$ cat config.mk
export PLATFORM = sky130hd
export DESIGN_NAME = cpu_mem
export DESIGN_NICKNAME = d
export VERILOG_FILES = /design/src/source/mem_stage_pkg.sv /design/src/source/store_decode.sv /design/src/source/store_lane.sv /design/src/source/mem_wb_reg.sv /design/src/source/cpu_mem.sv
export SDC_FILE = /design/constraint.sdc
export NUM_CORES = 1
export LEC_CHECK = 0
export BUFFER_PORTS_ARGS = -buffer_cell sky130_fd_sc_hd__buf_4
export CORE_AREA = 5 5 149 151
export CTS_BUF_LIST = sky130_fd_sc_hd__clkbuf_16
export DETAILED_ROUTE_END_ITERATION = 6
export DIE_AREA = 0 0 154 156
export PLACE_DENSITY = 0.63
export SYNTH_ARGS = -nofsm -noshare
export SYNTH_HDL_FRONTEND = slang
export SYNTH_HIERARCHICAL = 1
export SYNTH_SLANG_ARGS = --single-unit
$ cat constraint.sdc
create_clock -name clk -period 6 [get_ports clk]
set_clock_uncertainty 0.1 [all_clocks]
set_input_delay 1.2 -clock clk [delete_from_list [all_inputs] [get_ports clk]]
set_output_delay 1.2 -clock clk [all_outputs]
set_load 0.02 [all_outputs]
$ cat src/source/mem_stage_pkg.sv
// Memory stage package with data widths, vector types and store-operation codes

package mem_stage_pkg;

        // ------------------------------------------------------------------
        // Widths
        // ------------------------------------------------------------------
        localparam int NUM_LANES = 4;           // Byte lanes per data word
        localparam int BYTE_W    = 8;

        // ------------------------------------------------------------------
        // Vector types
        // ------------------------------------------------------------------
        typedef logic [NUM_LANES*BYTE_W-1:0]    word_t;         // Data or address word
        typedef logic [BYTE_W-1:0]              byte_t;
        typedef logic [NUM_LANES-1:0]           be_t;           // Bit k enables lane k
        typedef logic [$clog2(NUM_LANES)-1:0]   offset_t;       // Address bits 1:0
        typedef logic [$clog2(NUM_LANES)-1:0]   lane_idx_t;     // Lane number or byte shift
        typedef logic [4:0]                     reg_num_t;
        typedef logic [2:0]                     store_op_t;
        typedef logic [2:0]                     align_op_t;     // Used only in writeback
        typedef logic [1:0]                     wbdata_sel_t;

        // ------------------------------------------------------------------
        // Store-operation codes
        // ------------------------------------------------------------------
        // Bits 1:0 give the access size, bit 2 splits SWR from SWL
        localparam store_op_t ST_SB  = 3'b000;
        localparam store_op_t ST_SH  = 3'b001;
        localparam store_op_t ST_SWL = 3'b010;
        localparam store_op_t ST_SWR = 3'b110;
        localparam store_op_t ST_SW  = 3'b011;

endpackage

$ cat src/source/store_decode.sv
// Store decoder turning operation, offset and endianness into byte shift and lane span
`timescale 1ns/1ps

module store_decode
(
        input  logic                            big_endian,
        input  mem_stage_pkg::store_op_t        store_op,
        input  mem_stage_pkg::offset_t          offset,
        output mem_stage_pkg::lane_idx_t        shift,
        output logic                            shift_right,
        output mem_stage_pkg::lane_idx_t        lane_lo,
        output mem_stage_pkg::lane_idx_t        lane_hi
);

        import mem_stage_pkg::*;

        lane_idx_t      byte_pos;               // Lane of the addressed byte
        lane_idx_t      swl_shift;              // Right shift for SWL
        lane_idx_t      half_base;              // Low lane of a halfword

        // Big-endian mirrors the lane order
        assign byte_pos  = big_endian ? ~offset : offset;
        assign swl_shift = ~byte_pos;           // 3 minus byte position
        assign half_base = {byte_pos[1], 1'b0};

        // ------------------------------------------------------------------
        // Shift and enabled lanes per operation
        // ------------------------------------------------------------------
        always_comb
        begin
                shift       = '0;
                shift_right = 1'b0;
                lane_lo     = '0;
                lane_hi     = lane_idx_t'(NUM_LANES - 1);
                case (store_op[1:0])
                        ST_SB[1:0]:
                        begin
                                shift   = byte_pos;
                                lane_lo = byte_pos;
                                lane_hi = byte_pos;
                        end
                        ST_SH[1:0]:
                        begin
                                shift   = half_base;
                                lane_lo = half_base;
                                lane_hi = half_base + lane_idx_t'(1);
                        end
                        ST_SWL[1:0]:
                        begin
                                if (store_op[2] == ST_SWR[2])
                                begin
                                        // SWR fills from the addressed byte up
                                        shift   = byte_pos;
                                        lane_lo = byte_pos;
                                end
                                else
                                begin
                                        // SWL moves the upper bytes down
                                        shift       = swl_shift;
                                        shift_right = 1'b1;
                                        lane_hi     = byte_pos;
                                end
                        end
                        default:
                        begin
                                // SW keeps the full-word defaults
                        end
                endcase
        end

endmodule

$ cat src/source/store_lane.sv
// Store byte lane selecting its write-data byte and byte enable
`timescale 1ns/1ps

module store_lane
#(
        parameter int LANE = 0
)
(
        input  logic                            memwrite,
        input  mem_stage_pkg::word_t            b_bus,
        input  mem_stage_pkg::lane_idx_t        shift,
        input  logic                            shift_right,
        input  mem_stage_pkg::lane_idx_t        lane_lo,
        input  mem_stage_pkg::lane_idx_t        lane_hi,
        output mem_stage_pkg::byte_t            wbyte,
        output logic                            be
);

        import mem_stage_pkg::*;

        int             src_idx;                // Source byte index that may fall outside b_bus

        assign src_idx = shift_right ? LANE + int'(shift) : LANE - int'(shift);

        // ------------------------------------------------------------------
        // Write data byte
        // ------------------------------------------------------------------
        always_comb
        begin
                wbyte = '0;
                if (memwrite && src_idx >= 0 && src_idx < NUM_LANES)
                begin
                        wbyte = b_bus[src_idx*BYTE_W +: BYTE_W];
                end
        end

        // Enable does not depend on memwrite
        assign be = (LANE >= int'(lane_lo)) && (LANE <= int'(lane_hi));

endmodule

$ cat src/source/mem_wb_reg.sv
// MEM/WB pipeline register with stall and per-field load enables
`timescale 1ns/1ps

module mem_wb_reg
(
        input  logic                            clk,
        input  logic                            rst_n,
        input  logic                            stall,
        input  logic                            memread,
        input  logic                            mhi_en,
        input  logic                            mlo_en,
        input  mem_stage_pkg::align_op_t        align_op,
        input  logic                            mulreg_sel,
        input  mem_stage_pkg::wbdata_sel_t      wbdata_sel,
        input  logic                            regwrite,
        input  mem_stage_pkg::reg_num_t         write_num,
        input  mem_stage_pkg::word_t            result_bus,
        input  mem_stage_pkg::word_t            rdata_bus,
        input  mem_stage_pkg::word_t            mul_hi,
        input  mem_stage_pkg::word_t            mul_lo,
        input  mem_stage_pkg::offset_t          offset,
        output mem_stage_pkg::align_op_t        wb_align_op,
        output logic                            wb_mulreg_sel,
        output mem_stage_pkg::wbdata_sel_t      wb_wbdata_sel,
        output logic                            wb_regwrite,
        output mem_stage_pkg::reg_num_t         wb_write_num,
        output mem_stage_pkg::word_t            wb_result_bus,
        output mem_stage_pkg::word_t            wb_rdata_bus,
        output mem_stage_pkg::word_t            wb_mul_hi,
        output mem_stage_pkg::word_t            wb_mul_lo,
        output mem_stage_pkg::offset_t          wb_dmem_offset
);

        import mem_stage_pkg::*;

        logic           ld_en;                  // Whole register advances
        logic           mdr_ld;
        logic           hi_ld;
        logic           lo_ld;

        assign ld_en  = ~stall;
        assign mdr_ld = memread & ld_en;
        assign hi_ld  = mhi_en & ld_en;
        assign lo_ld  = mlo_en & ld_en;

        // ------------------------------------------------------------------
        // Writeback controls, ALU result and byte offset
        // ------------------------------------------------------------------
        always_ff @(posedge clk)
        begin
                if (!rst_n)
                begin
                        wb_align_op    <= '0;
                        wb_mulreg_sel  <= 1'b0;
                        wb_wbdata_sel  <= '0;
                        wb_regwrite    <= 1'b0;
                        wb_write_num   <= '0;
                        wb_result_bus  <= '0;
                        wb_dmem_offset <= '0;
                end
                else if (ld_en)
                begin
                        wb_align_op    <= align_op;
                        wb_mulreg_sel  <= mulreg_sel;
                        wb_wbdata_sel  <= wbdata_sel;
                        wb_regwrite    <= regwrite;
                        wb_write_num   <= write_num;
                        wb_result_bus  <= result_bus;
                        wb_dmem_offset <= offset;       // Load alignment in WB
                end
        end

        // ------------------------------------------------------------------
        // MDR and multiplier results, each with its own enable
        // ------------------------------------------------------------------
        always_ff @(posedge clk)
        begin
                if (!rst_n)
                begin
                        wb_rdata_bus <= '0;
                        wb_mul_hi    <= '0;
                        wb_mul_lo    <= '0;
                end
                else
                begin
                        if (mdr_ld)
                                wb_rdata_bus <= rdata_bus;
                        if (hi_ld)
                                wb_mul_hi <= mul_hi;
                        if (lo_ld)
                                wb_mul_lo <= mul_lo;
                end
        end

endmodule

$ cat src/source/cpu_mem.sv
// MIPS memory stage driving the data-memory port and the MEM/WB register
`timescale 1ns/1ps

module cpu_mem
(
        input  logic                            clk,
        input  logic                            rst_n,
        input  logic                            stall,
        // Control from EX/MEM
        input  logic                            big_endian,
        input  logic                            m_memwrite,
        input  logic                            m_memread,
        input  mem_stage_pkg::store_op_t        m_store_op,
        input  logic                            m_mhi_en,
        input  logic                            m_mlo_en,
        input  mem_stage_pkg::align_op_t        m_align_op,
        input  logic                            m_mulreg_sel,
        input  mem_stage_pkg::wbdata_sel_t      m_wbdata_sel,
        input  logic                            m_regwrite,
        // Datapath from EX/MEM
        input  mem_stage_pkg::word_t            m_result_bus,
        input  mem_stage_pkg::word_t            m_b_bus,
        input  mem_stage_pkg::reg_num_t         m_write_num,
        input  mem_stage_pkg::word_t            mul_hi,
        input  mem_stage_pkg::word_t            mul_lo,
        input  mem_stage_pkg::word_t            dmem_rdatabus,
        // Data-memory port
        output mem_stage_pkg::word_t            dmem_addr,
        output mem_stage_pkg::word_t            dmem_wdatabus,
        output logic                            dmem_request,
        output mem_stage_pkg::be_t              dmem_be,
        output logic                            dmem_write,
        // To writeback
        output mem_stage_pkg::align_op_t        wb_align_op,
        output logic                            wb_mulreg_sel,
        output mem_stage_pkg::wbdata_sel_t      wb_wbdata_sel,
        output logic                            wb_regwrite,
        output mem_stage_pkg::reg_num_t         wb_write_num,
        output mem_stage_pkg::word_t            wb_result_bus,
        output mem_stage_pkg::word_t            wb_rdata_bus,
        output mem_stage_pkg::word_t            wb_mul_hi,
        output mem_stage_pkg::word_t            wb_mul_lo,
        output mem_stage_pkg::offset_t          wb_dmem_offset
);

        import mem_stage_pkg::*;

        offset_t        offset;
        lane_idx_t      shift;
        logic           shift_right;
        lane_idx_t      lane_lo;
        lane_idx_t      lane_hi;

        // ------------------------------------------------------------------
        // Memory port strobes
        // ------------------------------------------------------------------
        assign offset       = m_result_bus[1:0];
        assign dmem_addr    = m_result_bus;
        assign dmem_request = m_memwrite | m_memread;
        assign dmem_write   = m_memwrite;

        store_decode u_decode
        (
                .big_endian     (big_endian),
                .store_op       (m_store_op),
                .offset         (offset),
                .shift          (shift),
                .shift_right    (shift_right),
                .lane_lo        (lane_lo),
                .lane_hi        (lane_hi)
        );

        // One aligner per byte lane
        for (genvar g = 0; g < NUM_LANES; g++)
        begin : gen_lane
                store_lane #(.LANE(g)) u_lane
                (
                        .memwrite       (m_memwrite),
                        .b_bus          (m_b_bus),
                        .shift          (shift),
                        .shift_right    (shift_right),
                        .lane_lo        (lane_lo),
                        .lane_hi        (lane_hi),
                        .wbyte          (dmem_wdatabus[g*BYTE_W +: BYTE_W]),
                        .be             (dmem_be[g])
                );
        end

        // ------------------------------------------------------------------
        // MEM/WB register
        // ------------------------------------------------------------------
        mem_wb_reg u_mem_wb
        (
                .clk            (clk),
                .rst_n          (rst_n),
                .stall          (stall),
                .memread        (m_memread),
                .mhi_en         (m_mhi_en),
                .mlo_en         (m_mlo_en),
                .align_op       (m_align_op),
                .mulreg_sel     (m_mulreg_sel),
                .wbdata_sel     (m_wbdata_sel),
                .regwrite       (m_regwrite),
                .write_num      (m_write_num),
                .result_bus     (m_result_bus),
                .rdata_bus      (dmem_rdatabus),        // Load data into MDR
                .mul_hi         (mul_hi),
                .mul_lo         (mul_lo),
                .offset         (offset),
                .wb_align_op    (wb_align_op),
                .wb_mulreg_sel  (wb_mulreg_sel),
                .wb_wbdata_sel  (wb_wbdata_sel),
                .wb_regwrite    (wb_regwrite),
                .wb_write_num   (wb_write_num),
                .wb_result_bus  (wb_result_bus),
                .wb_rdata_bus   (wb_rdata_bus),
                .wb_mul_hi      (wb_mul_hi),
                .wb_mul_lo      (wb_mul_lo),
                .wb_dmem_offset (wb_dmem_offset)
        );

endmodule

# After elaboration in Yosys (flattened, before gate mapping)
# Cells that the tools add are included.
[word_totals]
ff_bits = 142
out_inout_bits = 212
[classes]
n_addsub = 8
n_reduce_logical = 11
eq_ne = 2
n_bitwise = 7
order_cmp = 14
shift = 4
n_mux = 17
[ops]
columns = ["cell", "count"]
rows = [
  ["$ge A32 B1 Y1 const B", 4],
  ["$lt A32 B4 Y1 const B", 4],
  ["$mux W32", 4],
  ["$shiftx A32 B32 Y8", 4],
  ["$mux W8", 4],
  ["$pmux W2 S3", 3],
  ["$logic_and A1 B1 Y1", 10],
  ["$mux W2", 4],
  ["$add A2 B2 Y3 const A", 2],
  ["$sub A1 B2 Y3 const A", 2],
  ["$sub A2 B2 Y3 const A", 2],
  ["$ge A1 B2 Y1 const A", 2],
  ["$le A2 B2 Y1 const A", 2],
  ["$not A2 Y2", 2],
  ["$add A1 B2 Y3 const A", 1],
  ["$and A1 B1 Y1", 3],
  ["$add A2 B1 Y2 const B", 1],
  ["$eq A2 B1 Y1 const B", 1],
  ["$eq A2 B2 Y1 const B", 1],
  ["$ge A2 B2 Y1 const A", 1],
  ["$le A1 B2 Y1 const A", 1],
  ["$logic_not A2 Y1", 1],
  ["$mux W1", 2],
  ["$not A1 Y1", 1],
  ["$or A1 B1 Y1", 1],
]

# Logic depth before layout (Yosys ltp)
# Gate-level depths: netlist of the first run.
[logic_depth]
depth_word = 11
depth_mapped = 11
depth_no_buf = 10

# By module
# The synthesis of the first run kept the hierarchy.
[by_module_without_submodules]
columns = ["mod", "cells_per_inst", "n_inst", "area_each_um2"]
rows = [
  ["mem_wb_reg", 568, 1, 5550.3],
  ["store_lane at gen_lane[1].u_lane", 25, 1, 341.6],
  ["store_lane at gen_lane[2].u_lane", 22, 1, 327.8],
  ["store_lane at gen_lane[3].u_lane", 24, 1, 292.8],
  ["store_lane at gen_lane[0].u_lane", 23, 1, 286.5],
  ["cpu_mem", 34, 1, 254.0],
  ["store_decode", 20, 1, 128.9],
]

# Worst setup path before layout of the first run
# No wires, ideal clock.
[synth_path]
kind = "input port to output port"
start = "input big_endian"
end = "output dmem_wdatabus[0]"
required_ns = 4.700
t_arrival_ns = 3.829
slack_ns = 0.871
path_buffers = 1
stages = 11
path_cell_list = "xnor2_1 -> inv_1 -> ha_1 -> a21o_1 -> a21oi_1 -> buf_2 -> inv_1 -> ha_1 -> mux2i_4 -> mux4_2 -> nor2b_1"
[synth_between]
elab_chain_cells = 10
[synth_lines]
columns = ["element", "line_no", "rtl"]
rows = [
  ["start: declaration", "cpu_mem.sv:10", "input logic big_endian,"],
  ["$mux W2 (*)", "store_decode.sv:22", "assign byte_pos = big_endian ? ~offset : offset;"],
  ["$not A2 Y2", "store_decode.sv:23", "assign swl_shift = ~byte_pos;"],
  ["$mux W2", "store_decode.sv:50", "if (store_op[2] == ST_SWR[2])"],
  ["$pmux W2 S3 (*)", "store_decode.sv:35", "case (store_op[1:0])"],
  ["named net shift[0]", "cpu_mem.sv:49", "lane_idx_t shift;"],
  ["$sub A1 B2 Y3", "store_lane.sv:23", "assign src_idx = shift_right ? LANE + int'(shift) : LANE - int'(shift);"],
  ["$mux W32 (*)", "store_lane.sv:23", ""],
  ["$ge A32 B1 Y1", "store_lane.sv:31", "if (memwrite && src_idx >= 0 && src_idx < NUM_LANES)"],
  ["$logic_and A1 B1 Y1 (2 in a row)", "store_lane.sv:31", ""],
  ["$mux W8 (*)", "store_lane.sv:31", ""],
  ["end: declaration", "cpu_mem.sv:29", "output mem_stage_pkg::word_t dmem_wdatabus,"],
]
# Mark *: on every way through the listed nets, which the timed path passes. The rest lies on a longest branch.

# Worst setup path after layout of the first run
# Ends and elaborated chain as after synthesis.

==> results_dict.tcl, run 1 <==
set metrics [dict create \
    clk_pin_slew_ns 0.07 \
    dieArea_mm2 0.0240 \
    hpwl_mm 17.5 \
    die_height_um 156 \
    path_cells "buf_4 > xnor2_1 > buf_4 > inv_1 > ha_1 > a21o_1 > a21oi_4 > inv_1 > ha_1 > mux2i_4 > mux4_2 > nor2b_1 > buf_4" \
    fin_crit_sh 0.849 \
    final_max_slew_viol_count 0 \
    clk_path_buf_depth 2 \
    peakVddDrop_mv 0.166 \
    finalHoldViolations 0 \
    status "finished clean" \
    fin_setup_tns_ns 0 \
    power_density_mw_per_mm2 261 \
    utilization 0.515 \
    grt_max_degree 111 \
    synth-edff-count 0 \
    fmaxAchievable_mhz 196 \
    ys_ff_latch 142 \
    worst-path-buf-inv 5 \
    syn_nets 905 \
    ctsRootBufferMaster "clkbuf_16" \
    clock_latency_ns 0.41 \
    period_needed_ns 5.09 \
    synth.avg_cell_area_um2 10.0 \
    syn_area_mm2 0.00718 \
    drc 0 \
    layout_commonest_cell "buf_4" \
    die_x_um 154 \
    port_buffers 394 \
    cp-start-kind "primary input" \
    crit_arrival_ns 3.79 \
    yosysSeqAreaShare 0.396 \
    core_area_mm2 0.0207 \
    grtUsageTotal 0.178 \
    grt_pass1_vias 6053 \
    htree_levels 4 \
    postRouteAntennaNets 0 \
    io_pins 395 \
    clock-sinks 142 \
    drt_iter0_drc 225 \
    wl_per_cell_um 16.8 \
    antenna_found_initial 0 \
    area_growth_pct 48.5 \
    tritoncts "done" \
    crit_family "multiplexers" \
    crit_top_cell "buf_4" \
    drive_gt1_frac 0.432 \
    routabilityCongestion 0.797 \
    drv_cap 0 \
    final_area_mm2 0.0107 \
    synth_flop_cell "dfxtp_1" \
    setup_viol_count_final 0 \
    path_class "primary input to output pin" \
    nNetsFinal 1248 \
    fill_cells 2011 \
    worst_slew_pin_slew_ns 1.03 \
    num_rows 53 \
    numCtsBuffers 17 \
    via_per_inst 4.51 \
    postPlaceCellArea_mm2 0.0101 \
    grt_pass1_wl_mm 34.2 \
    endpoint_kind "output pin" \
    final_cell_mix "buf_4, nand2_1, mux2i_1" \
    vias 6080 \
    hp-class "register to register" \
    first_pass_iters 4 \
    routed_wl_mm 22.7 \
    overflow 0 \
    synth_cell_types 29 \
    slowest_stage "mux4_2" \
    postCtsSetupBuffers 0 \
    yosysWarnings 6 \
    holdBufCountCts 0 \
    relSlewSlack 0.311 \
    start_util 0.347 \
    leakage_nw 5.02 \
    worst-path-max-fanout 8 \
    crit_path_max_incr_delay_ns 0.37 \
    postSynthCellCount 716 \
    rsz0062_at_grt "no" \
    cts_resized 0 \
    antenna_cells 0 \
    required_ns 4.70 \
    async_flop_share 0 \
]
-- final cells by class --
class                      instances  area (um^2)  area share
clock buffer                      17          425      0.0399
inverter                           9         33.8     0.00317
multi-input combinational        485         3800       0.357
clock inverter                    15          176      0.0165
timing repair buffer             404         3040       0.285
sequential                       142         2840       0.267
tap                              275          344      0.0323
-- per-layer routing --
| metal | part of all wire | global-route usage |
|---|---|---|
| met1 | 0.39 | 0.200 |
| met2 | 0.50 | 0.314 |
| met3 | 0.091 | 0.0669 |
| met4 | 0.014 | 0.0551 |
| met5 | 0 | 0 |
-- Yosys cell counts (4+ instances only) --
cell type	instances	share of area
buf_4	44	0.046
dfxtp_1	142	0.40
buf_6	5	0.0078
mux2i_4	4	0.013
nand2_1	196	0.10
mux4_1	15	0.055
nor2b_1	79	0.069
ha_1	6	0.010
clkbuf_1	5	0.0026
buf_2	26	0.018
nor2_1	5	0.0026
mux2i_1	144	0.20
mux4_2	16	0.050
inv_1	9	0.0047
-- registers in the layout, indices dropped and copies added, names as in the netlist --
| signal | flops |
|---|---|
| u_mem_wb/wb_rdata_bus | 32 |
| u_mem_wb/wb_mulreg_sel | 1 |
| u_mem_wb/wb_align_op | 3 |
| u_mem_wb/wb_result_bus | 32 |
| u_mem_wb/wb_dmem_offset | 2 |
| u_mem_wb/wb_regwrite | 1 |
| u_mem_wb/wb_wbdata_sel | 2 |
| u_mem_wb/wb_write_num | 5 |
| u_mem_wb/wb_mul_hi | 32 |
| u_mem_wb/wb_mul_lo | 32 |
-- stage by stage --
stage / cells / worst slack (ns) / hold slack, ns / power (mW)
after floorplan: 716 / 0.871 / 0.432 / 1.44
after global placement: 1315 / 0.943 / 0.343 / 1.72
after detailed placement: 1315 / 0.900 / 0.347 / 1.73
after CTS: 1347 / 0.884 / 0.359 / 2.83
after global routing: 1347 / 0.770 / 0.373 / 2.91
final: 1347 / 0.907 / 0.355 / 2.78
-- worst paths after layout --
path	startpoint	end	slack (ns)	cells past startpoint
worst max register to register	u_mem_wb/wb_rdata_bus[21]	u_mem_wb/wb_rdata_bus[21]	5.26	2
worst min-delay path	u_mem_wb/wb_mul_lo[4]	u_mem_wb/wb_mul_lo[4]	0.35	2
worst max-delay path	big_endian	dmem_wdatabus[0]	0.91	13
worst min register to register	u_mem_wb/wb_mul_lo[4]	u_mem_wb/wb_mul_lo[4]	0.35	2
-- power breakdown --
part           total [mW]  internal (mW)  leakage [nW]  switching, mW
Combinational       0.681          0.340          3.57          0.341
Clock                1.08          0.629         0.294          0.454
Sequential           1.02          0.994          1.17         0.0256
-- cell families after synthesis --
family,Yosys count,share of synthesized area
compound gates,11,0.0103
xor+xnor,2,0.00244
mux,181,0.321
fa+ha+maj,6,0.0105
flops,142,0.396
simple gates,285,0.180
buf+inv,89,0.0793
-- tightest hold or removal path, cell delays in order, from the launching register on --
cell and delay (ns):
dfxtp_1 0.31, nand2_1 0.05, mux2i_1 0.05
Note: power is estimated with default switching activity, not from simulation.
==> run 2, diff against run 1 <==
- CORE_AREA: 5 5 149 151 -> 5 5 151 153
- DIE_AREA: 0 0 154 156 -> 0 0 156 158
- PLACE_DENSITY: 0.63 -> 0.64
- clock period: 6 -> 4.39 ns (I/O delays scaled with it)
==> results_dict.tcl, run 2 (synthesis gave the netlist of run 1 again) <==
set metrics [dict create \
    area_growth_pct 50.5 \
    htree_levels 4 \
    status "finished clean" \
    drv_cap 0 \
    die_x_um 156 \
    crit_arrival_ns 3.25 \
    clock_latency_ns 0.41 \
    p_switching_mw 1.13 \
    setup_viol_count_final 0 \
    clk_path_buf_depth 2 \
    ctsRootBufferMaster "clkbuf_16" \
    die_height_um 158 \
    power.total_mw 3.79 \
    power_density_mw_per_mm2 351 \
    dieArea_mm2 0.0246 \
    hpwl_mm 18.1 \
    required_ns 3.41 \
    grt_pass1_vias 6272 \
    worst-path-max-fanout 8 \
    drc 0 \
    cp-start-kind "primary input" \
    routabilityCongestion 0.835 \
    drt_iter0_drc 245 \
    fill_cells 2026 \
    overflow 0 \
    leakage_nw 5.10 \
    endpoint_kind "output pin" \
    clockPowerShare 0.374 \
    p_comb_frac 0.259 \
    holdBufCountCts 0 \
    placed_cells 1326 \
    via_per_inst 4.60 \
    period_needed_ns 4.23 \
    start_util 0.335 \
    hp-class "register to register" \
    clk_pin_slew_ns 0.06 \
    wl_per_cell_um 17.2 \
    postPlaceCellArea_mm2 0.0102 \
    numCtsBuffers 17 \
    final_area_mm2 0.0108 \
    layout_commonest_cell "buf_4" \
    port_buffers 394 \
    nNetsFinal 1257 \
    instances_no_fill 1361 \
    intPower_mw 2.66 \
    fmaxAchievable_mhz 237 \
    clock-sinks 142 \
    rsz0062_at_grt "no" \
    swShare 0.298 \
    first_pass_iters 4 \
    io_pins 395 \
    final_cell_mix "buf_4, nand2_1, mux2i_1" \
    worst_slew_pin_slew_ns 1.20 \
    grt_pass1_wl_mm 34.5 \
    antenna_cells 0 \
    sequentialPowerShare 0.367 \
    finalHoldViolations 0 \
    path_class "primary input to output pin" \
    vias 6254 \
    antenna_found_initial 0 \
    hold_ws_ns 0.355 \
    tritoncts "done" \
    core_area_mm2 0.0214 \
    num_rows 54 \
    peakVddDrop_mv 0.201 \
    grt_max_degree 107 \
    fin_crit_sh 0.963 \
    drive_gt1_frac 0.452 \
    postRouteAntennaNets 0 \
    final_max_slew_viol_count 0 \
    relSlewSlack 0.196 \
    fin_setup_tns_ns 0 \
    routed_wl_mm 23.4 \
    grtUsageTotal 0.178 \
]
-- run 2: changes by cell type in the layout (fill, tap and decap cells not counted), sizes merged --
cell / previous run / this run
clkinvlp: 2 / 1
bufinv: 2 / 1
buf: 404 / 413
clkinv: 2 / 6
inv: 18 / 16
-- run 2: metal layers --
metal / up-vias / GRT usage / part of all wire / wire length (um)
met1: 2884 / 0.197 / 0.38 / 8840
met5: - / 0 / 0 / 0
met4: 0 / 0.0659 / 0.024 / 554
met2: 258 / 0.312 / 0.50 / 11800
met3: 33 / 0.0664 / 0.095 / 2220
li1: 3079 / - / - / -
-- run 2: final timing paths --
check,start,end,slack (ns),cells past startpoint
worst max-delay path,big_endian,dmem_wdatabus[29],0.16,13
worst min-delay path,u_mem_wb/wb_mul_lo[0],u_mem_wb/wb_mul_lo[0],0.36,2
worst max register to register,u_mem_wb/wb_mul_lo[11],u_mem_wb/wb_mul_lo[11],3.65,2
worst min register to register,u_mem_wb/wb_mul_lo[0],u_mem_wb/wb_mul_lo[0],0.36,2
-- run 2: worst max-delay path, cell delays in order --
cell,delay (ns)
buf_4,0.12
xnor2_1,0.20
inv_1,0.07
ha_1,0.27
a21o_1,0.20
a21oi_4,0.18
inv_1,0.07
ha_1,0.32
mux2i_4,0.18
buf_12,0.15
mux4_2,0.28
nor2b_2,0.17
buf_4,0.16
-- run 2: what timing repair did --
item / CTS / global route
setup endpoints to repair: 0 / 23
endpoints found under the hold margin: 0 / 0
resized for setup: 0 / 1
buffers inserted: 0 / 3
-- run 2: layout make-up --
| class | count | area (um^2) | area share |
|---|---|---|---|
| multi-input combinational | 485 | 3850 | 0.356 |
| timing repair buffer | 413 | 3160 | 0.292 |
| sequential | 142 | 2840 | 0.263 |
| clock buffer | 17 | 425 | 0.0393 |
| tap | 280 | 350 | 0.0324 |
| clock inverter | 15 | 151 | 0.0140 |
| inverter | 9 | 33.8 | 0.00312 |
-- run 2: power groups by stage --
stage | registers (mW) | clock network, mW | logic [mW]
after floorplan | 1.51 | 0 | 0.473
after global placement | 1.42 | 0 | 0.964
after detailed placement | 1.42 | 0 | 0.970
after CTS | 1.39 | 1.47 | 0.973
after global routing | 1.40 | 1.52 | 1.05
final | 1.39 | 1.42 | 0.984
-- run 2: metrics by stage --
| step | util | setup WS (ns) |
|---|---|---|
| after global routing | 0.505 | 0.0296 |
| final | 0.505 | 0.163 |
| after floorplan | - | 0.00388 |
| after CTS | 0.502 | 0.0474 |
| after detailed placement | 0.475 | 0.0676 |
| after global placement | 0.475 | 0.105 |
